==> config.mk <==
export PLATFORM = sky130hd
export DESIGN_NAME = vertex_accum_bank_flat
export DESIGN_NICKNAME = d
export VERILOG_FILES = /design/src/hw/gnn_bank_pkg.sv /design/src/hw/gnn_feature_pkg.sv /design/src/hw/out_req_if.sv /design/src/hw/vertex_stream_if.sv /design/src/hw/vertex_accum_bank.sv /design/src/flat_wrapper.sv
export SDC_FILE = /design/constraint.sdc
export NUM_CORES = 1
export LEC_CHECK = 0
export BUFFER_PORTS_ARGS = -buffer_cell sky130_fd_sc_hd__buf_2
export CAP_MARGIN = 5
export CORE_MARGIN = 10
export CORE_UTILIZATION = 50
export DETAILED_ROUTE_END_ITERATION = 16
export PLACE_DENSITY = 0.69
export SYNTH_ARGS = -nofsm -noshare
export SYNTH_HDL_FRONTEND = slang
export SYNTH_SLANG_ARGS = --single-unit
==> constraint.sdc <==
create_clock -name clk -period 5.25 [get_ports clk]
set_input_delay 0.525 -clock clk [delete_from_list [all_inputs] [get_ports clk]]
set_output_delay 0.525 -clock clk [all_outputs]
set_load 0.02 [all_outputs]
==> src/hw/gnn_bank_pkg.sv <==
package gnn_bank_pkg;

    localparam int num_banks = 2;
    localparam int bank_idx_width = 1;

    // two features per word, even slot in the low half
    localparam int word_width = 16;
    localparam int words_per_node = 4;
    localparam int word_idx_width = 2;

    // 16 nodes times words_per_node
    localparam int sram_depth = 64;
    localparam int sram_addr_width = 6;

    typedef enum logic [1:0] {
        idle,
        stream_in,
        out_wait,
        out_burst
    } bank_state_t;

endpackage

==> src/hw/gnn_feature_pkg.sv <==
package gnn_feature_pkg;

    // one weighted feature value, sums wrap modulo 256
    localparam int feature_width = 8;

    // feature slots held per destination node
    localparam int max_fv_num = 8;

    // slot counter, one spare bit so it can hold the full count
    localparam int fv_cnt_width = 4;

    // 16 destination nodes
    localparam int node_id_width = 4;

endpackage

==> src/hw/out_req_if.sv <==
`timescale 1ns/1ps

interface out_req_if import gnn_feature_pkg::*, gnn_bank_pkg::*; ();

    logic                     req;
    logic                     grant;
    logic                     grant_valid;
    logic                     sos;
    logic                     eos;
    logic [word_width-1:0]    data;
    logic [node_id_width-1:0] node_id;

    modport bank (
        output req,
        input  grant,
        output grant_valid,
        output sos,
        output eos,
        output data,
        output node_id
    );

    modport arbiter (
        input  req,
        output grant,
        input  grant_valid,
        input  sos,
        input  eos,
        input  data,
        input  node_id
    );

endinterface

==> src/hw/vertex_stream_if.sv <==
`timescale 1ns/1ps

interface vertex_stream_if import gnn_feature_pkg::*; ();

    logic [feature_width-1:0] data;
    logic [node_id_width-1:0] node_id;
    logic                     sos;
    logic                     eos;
    // advance to the next slot after this beat
    logic                     change;

    modport source (
        output data,
        output node_id,
        output sos,
        output eos,
        output change
    );

    modport bank (
        input data,
        input node_id,
        input sos,
        input eos,
        input change
    );

endinterface

==> src/hw/vertex_accum_bank.sv <==
`timescale 1ns/1ps

module vertex_accum_bank import gnn_feature_pkg::*, gnn_bank_pkg::*; (
    input  logic             clk,
    input  logic             reset,
    vertex_stream_if.bank    stream,
    out_req_if.bank          out,
    output logic             busy
);

    logic [max_fv_num-1:0][feature_width-1:0] slots;
    logic [fv_cnt_width-1:0]                  cnt;
    logic [fv_cnt_width-1:0]                  fv_num;
    logic [node_id_width-1:0]                 cur_node;
    bank_state_t                              state;

    logic [fv_cnt_width-2:0] slot_idx;
    logic [fv_cnt_width-2:0] hi_idx;
    logic [feature_width-1:0] lo_feat;
    logic [feature_width-1:0] hi_feat;
    logic                     last_word;

    assign busy = (state != idle);

    // cnt is even while streaming out, so hi_idx stays in range
    assign slot_idx = cnt[fv_cnt_width-2:0];
    assign hi_idx   = slot_idx + 1'b1;

    assign lo_feat = slots[slot_idx];
    // odd slot past the filled count goes out as zero
    assign hi_feat = (cnt + fv_cnt_width'(1) < fv_num) ? slots[hi_idx] : '0;

    assign last_word = (cnt + fv_cnt_width'(2) >= fv_num);

    always_comb begin
        out.req         = 1'b0;
        out.grant_valid = 1'b0;
        out.sos         = 1'b0;
        out.eos         = 1'b0;
        out.data        = '0;
        out.node_id     = cur_node;
        case (state)
            idle: begin
                // one-beat packet asks for the SRAM right away
                out.req = stream.sos && stream.eos;
            end
            stream_in: begin
                out.req = stream.eos;
            end
            out_wait: begin
                // request held through the grant cycle
                out.req = 1'b1;
                if (out.grant) begin
                    out.grant_valid = 1'b1;
                    out.sos         = 1'b1;
                    out.eos         = last_word;
                    out.data        = {hi_feat, lo_feat};
                end
            end
            out_burst: begin
                out.grant_valid = 1'b1;
                out.eos         = last_word;
                out.data        = {hi_feat, lo_feat};
            end
            default: begin
                out.req = 1'b0;
            end
        endcase
    end

    always_ff @(posedge clk) begin
        if (reset) begin
            state    <= idle;
            cnt      <= '0;
            fv_num   <= '0;
            cur_node <= '0;
            slots    <= '0;
        end else begin
            case (state)
                idle: begin
                    if (stream.sos) begin
                        slots[slot_idx] <= slots[slot_idx] + stream.data;
                        cur_node        <= stream.node_id;
                        if (stream.eos) begin
                            state  <= out_wait;
                            fv_num <= fv_cnt_width'(1);
                        end else begin
                            state <= stream_in;
                            if (stream.change) begin
                                cnt <= cnt + fv_cnt_width'(1);
                            end
                        end
                    end
                end
                stream_in: begin
                    slots[slot_idx] <= slots[slot_idx] + stream.data;
                    if (stream.eos) begin
                        state  <= out_wait;
                        fv_num <= cnt + fv_cnt_width'(1);
                        cnt    <= '0;
                    end else if (stream.change) begin
                        cnt <= cnt + fv_cnt_width'(1);
                    end
                end
                out_wait: begin
                    if (out.grant) begin
                        if (last_word) begin
                            state <= idle;
                            slots <= '0;
                            cnt   <= '0;
                        end else begin
                            state <= out_burst;
                            cnt   <= cnt + fv_cnt_width'(2);
                        end
                    end
                end
                out_burst: begin
                    if (last_word) begin
                        state <= idle;
                        slots <= '0;
                        cnt   <= '0;
                    end else begin
                        cnt <= cnt + fv_cnt_width'(2);
                    end
                end
                default: begin
                    state <= idle;
                end
            endcase
        end
    end

endmodule

==> src/flat_wrapper.sv <==
// flat-port wrapper written by rule: the top's interface ports become plain ports
module vertex_accum_bank_flat import gnn_feature_pkg::*, gnn_bank_pkg::*;
  (clk, reset, busy, stream_data, stream_node_id, stream_sos, stream_eos, stream_change, out_req, out_grant, out_grant_valid, out_sos, out_eos, out_data, out_node_id);
  vertex_stream_if stream_i ();
  out_req_if out_i ();
  input  logic clk;
  input  logic reset;
  output logic busy;
  input wire logic [$bits(stream_i.data)-1:0] stream_data;
  input wire logic [$bits(stream_i.node_id)-1:0] stream_node_id;
  input wire logic [$bits(stream_i.sos)-1:0] stream_sos;
  input wire logic [$bits(stream_i.eos)-1:0] stream_eos;
  input wire logic [$bits(stream_i.change)-1:0] stream_change;
  output wire logic [$bits(out_i.req)-1:0] out_req;
  input wire logic [$bits(out_i.grant)-1:0] out_grant;
  output wire logic [$bits(out_i.grant_valid)-1:0] out_grant_valid;
  output wire logic [$bits(out_i.sos)-1:0] out_sos;
  output wire logic [$bits(out_i.eos)-1:0] out_eos;
  output wire logic [$bits(out_i.data)-1:0] out_data;
  output wire logic [$bits(out_i.node_id)-1:0] out_node_id;
  assign stream_i.data = stream_data;
  assign stream_i.node_id = stream_node_id;
  assign stream_i.sos = stream_sos;
  assign stream_i.eos = stream_eos;
  assign stream_i.change = stream_change;
  assign out_req = out_i.req;
  assign out_i.grant = out_grant;
  assign out_grant_valid = out_i.grant_valid;
  assign out_sos = out_i.sos;
  assign out_eos = out_i.eos;
  assign out_data = out_i.data;
  assign out_node_id = out_i.node_id;
  vertex_accum_bank u_core (.clk(clk), .reset(reset), .stream(stream_i), .out(out_i), .busy(busy));
endmodule
==> impl_metrics.csv <==
group,metric,value,unit
finish,regArea,1560,um2
hold_path,hp-class,"input pin to flop",
finish,nNetsFinal,605,
die,die_h,118,um
critical_path,rrSetupSlack,1.63,ns
route,drt_iter0_markers,481,
timing,hold_viol,0,
die,num_rows,35,
finish,drive_above_1_share,17.7,%
critical_path,endpoint_kind,"output port",
finish,layout.cells.most_common,"nand2_1",
outcome,status,"finished clean",
power,powerDensity,306,nW/um2
route,num_vias,4297,
critical_path,crit_chain,"ha_1 -> xnor2_2 -> clkinv_1 -> ha_1 -> o21a_1 -> o21ai_0 -> nand2_1 -> a21oi_1 -> buf_2",
die,initial_core_util,51.4,%
synth,synth_area_per_cell,8.70,um2
finish,fin_area,5240,um2
timing,slew_headroom,24.0,%
synth,synth-seq-area-share,32.7,%
critical_path,crit_top_cell,"ha_1",
timing,period_share,88.8,%
placed_design,post-dp-hpwl,8510,um
synth,synth_area,4780,um2
timing,final_max_slew_viol_count,0,
cts,cts_tree,"yes",
cts,htree_levels,3,
route,wl_per_cell,18.5,um
critical_path,crit_path_start_kind,"flop",
route,drc,0,
critical_path,crit_buf_inv,2,
power,ir_drop,0.000148,V
critical_path,worst-path-stages,9,
cts,cts_hold_buf,0,
critical_path,slowest_delay,1.03,ns
global_routing,grt_max_degree,51,
route,vias_per_cell,6.14,
die,io_pins,43,
timing,clock-skew-final,0.0127,ns
critical_path,timing.rr.end,"u_core.slots[54]$_SDFFE_PP0P_",
cts,cts_setup_buffers,0,
global_routing,grt_usage,18.3,%
finish,syn_to_final_growth,9.72,%
synth,yosys_warnings,0,
finish,final_cell_mix,"nand2_1 (80), dfxtp_1 (77), nor2_1 (76)",
placed_design,io_buffer_count,42,
critical_path,crit_end,"out_data[13]",
placed_design,place_congestion,0.849,
finish,multiInputGateArea,3000,um2
global_routing,grt_pass1_wl,21100,um
run,maxCapViolations,0,
critical_path,slowest_stage,"dfxtp_1",
cts,cts_buffer_depth,2,
critical_path,cp.required,4.72,ns
timing,worst-slew-pin-transition,1.13,ns
timing,rsz0062_at_grt,"no",
critical_path,critPathLaunch,"u_core.cnt[1]$_SDFFE_PP0P_",
route,antenna_left,0,
placed_design,place_area,5020,um2
critical_path,rr_worst_depth,8,
critical_path,rr_startpoint,"u_core.cnt[2]$_SDFFE_PP0P_",
cts,cts_buffers,9,
cts,cts_sinks,78,
cts,clk_latency,0.36,ns
global_routing,antenna_found_initial,0,
finish,nFillCells,872,
finish,num_antenna_cells,0,
die,die_w,118,um
cts,path_clk_slew,0.08,ns
synth,synth-edff-count,0,
synth,synthCells,549,
power,p_leak,2.02,nW
route,finalWirelength,12900,um
cts,cts-root-buf,"clkbuf_8",
synth,synth_async_sr_flop_share,0,%
global_routing,grt.overflow.total,0,
critical_path,critPathTopFamily,"flip-flops",
timing,finalSetupViolCount,0,
timing,finalSetupTns,0,ns
route,drt_pass1_iterations,6,
synth,ys_seq_elements,78,
global_routing,grt_pass1_vias,4054,
critical_path,crit_type,"flop to output port",
synth,yosysUniqueCellTypes,43,
die,die-area,13900,um2
critical_path,crit_arrival,4.14,ns
synth,syn_nets,588,
timing,fin_crit,4.66,ns
synth,synth_ff_type,"dfxtp_1",
timing,fmax,215,MHz
die,core,9280,um2
critical_path,crit_fanout,20,
[power by group]
part	leakage [nW]	internal (mW)	switching (mW)
logic	1.28	0.167	0.279
registers	0.632	0.622	0.0384
clock network	0.106	0.267	0.232
total	2.02	1.06	0.550
[area by class of cell]
type	instances	area share (%)
inverter	16	1.15
multi-input combinational	415	57.3
timing repair buffer	46	4.58
clock buffer	10	2.44
sequential	78	29.8
tap	129	3.08
clock inverter	6	1.65
[worst min path at each step]
stage | startpoint | endpoint | slack [ns] | cells past startpoint
global placement | u_core.slots[56]$_SDFFE_PP0P_ | u_core.slots[56]$_SDFFE_PP0P_ | 0.47 | 2
CTS | stream_node_id[0] | u_core.out.node_id[0]$_SDFFE_PP0P_ | 0.40 | 3
finish | stream_node_id[0] | u_core.out.node_id[0]$_SDFFE_PP0P_ | 0.40 | 3
global route | stream_node_id[1] | u_core.out.node_id[1]$_SDFFE_PP0P_ | 0.41 | 3
detailed placement | u_core.slots[56]$_SDFFE_PP0P_ | u_core.slots[56]$_SDFFE_PP0P_ | 0.47 | 2
floorplan | u_core.slots[24]$_SDFFE_PP0P_ | u_core.slots[24]$_SDFFE_PP0P_ | 0.45 | 2
[synth_stat cells (5+ instances only)]
cell | count | area, um2
nand2_1 | 80 | 300
dfxtp_1 | 78 | 1560
nor2_1 | 76 | 285
clkbuf_1 | 35 | 131
a21oi_1 | 34 | 170
mux4_2 | 32 | 721
nand3_1 | 32 | 160
o22a_1 | 24 | 210
ha_1 | 20 | 250
a31oi_1 | 16 | 100
nand4b_1 | 16 | 140
inv_1 | 13 | 48.8
o21ai_0 | 11 | 55.1
and3_1 | 8 | 50.1
o31ai_1 | 8 | 60.1
or4_1 | 8 | 60.1
xnor2_1 | 7 | 61.3
a21o_1 | 5 | 37.5
a22oi_1 | 5 | 37.5
[logic make-up (layout without fill, tap and decap cells)]
kind of cell / after synthesis / after routing / synth area share, %
AND/OR/NAND/NOR: 229 / 229 / 22.1
buffers and inverters: 56 / 78 / 4.61
XOR/XNOR: 10 / 10 / 1.83
flip-flops: 78 / 78 / 32.7
multiplexers: 38 / 38 / 16.6
adder cells (fa/ha/maj): 21 / 21 / 5.66
AO/OA/AOI/OAI: 117 / 117 / 16.5
[tightest hold or removal path: stages]
cell,delay [ns]
buf_2,0.07
mux2i_1,0.05
nor2_1,0.07
[what timing repair did]
action	in CTS	in global routing
setup endpoints to repair	0	5
resized for setup	0	1
endpoints found under the hold margin	0	0
[routing by layer]
layer | track usage, % | up-vias | wire length (um)
met5 | 0 | - | 0
met4 | 7.34 | 0 | 284
met1 | 23.0 | 2076 | 5550
met3 | 2.97 | 26 | 697
met2 | 30.6 | 150 | 6410
li1 | - | 2045 | -
[registers in the layout, indices dropped and copies added, names as in the netlist]
| signal | flops |
|---|---|
| u_core.out.node_id | 4 |
| u_core.slots | 64 |
| u_core.state | 2 |
| u_core.fv_num | 4 |
| u_core.cnt | 4 |
[through the flow]
| stage | power (mW) | hold WS (ns) | utilization (%) | std cells | setup slack [ns] |
|---|---|---|---|---|---|
| global placement | 1.10 | 0.466 | 54.1 | 684 | 0.810 |
| finish | 1.61 | 0.402 | 56.4 | 700 | 0.588 |
| CTS | 1.61 | 0.401 | 56.4 | 700 | 0.285 |
| floorplan | 0.997 | 0.454 | - | 549 | 1.60 |
| global route | 1.68 | 0.414 | 56.4 | 700 | 0.316 |
| detailed placement | 1.11 | 0.474 | 54.1 | 684 | 0.670 |
Power figures use the tool's default switching activity.
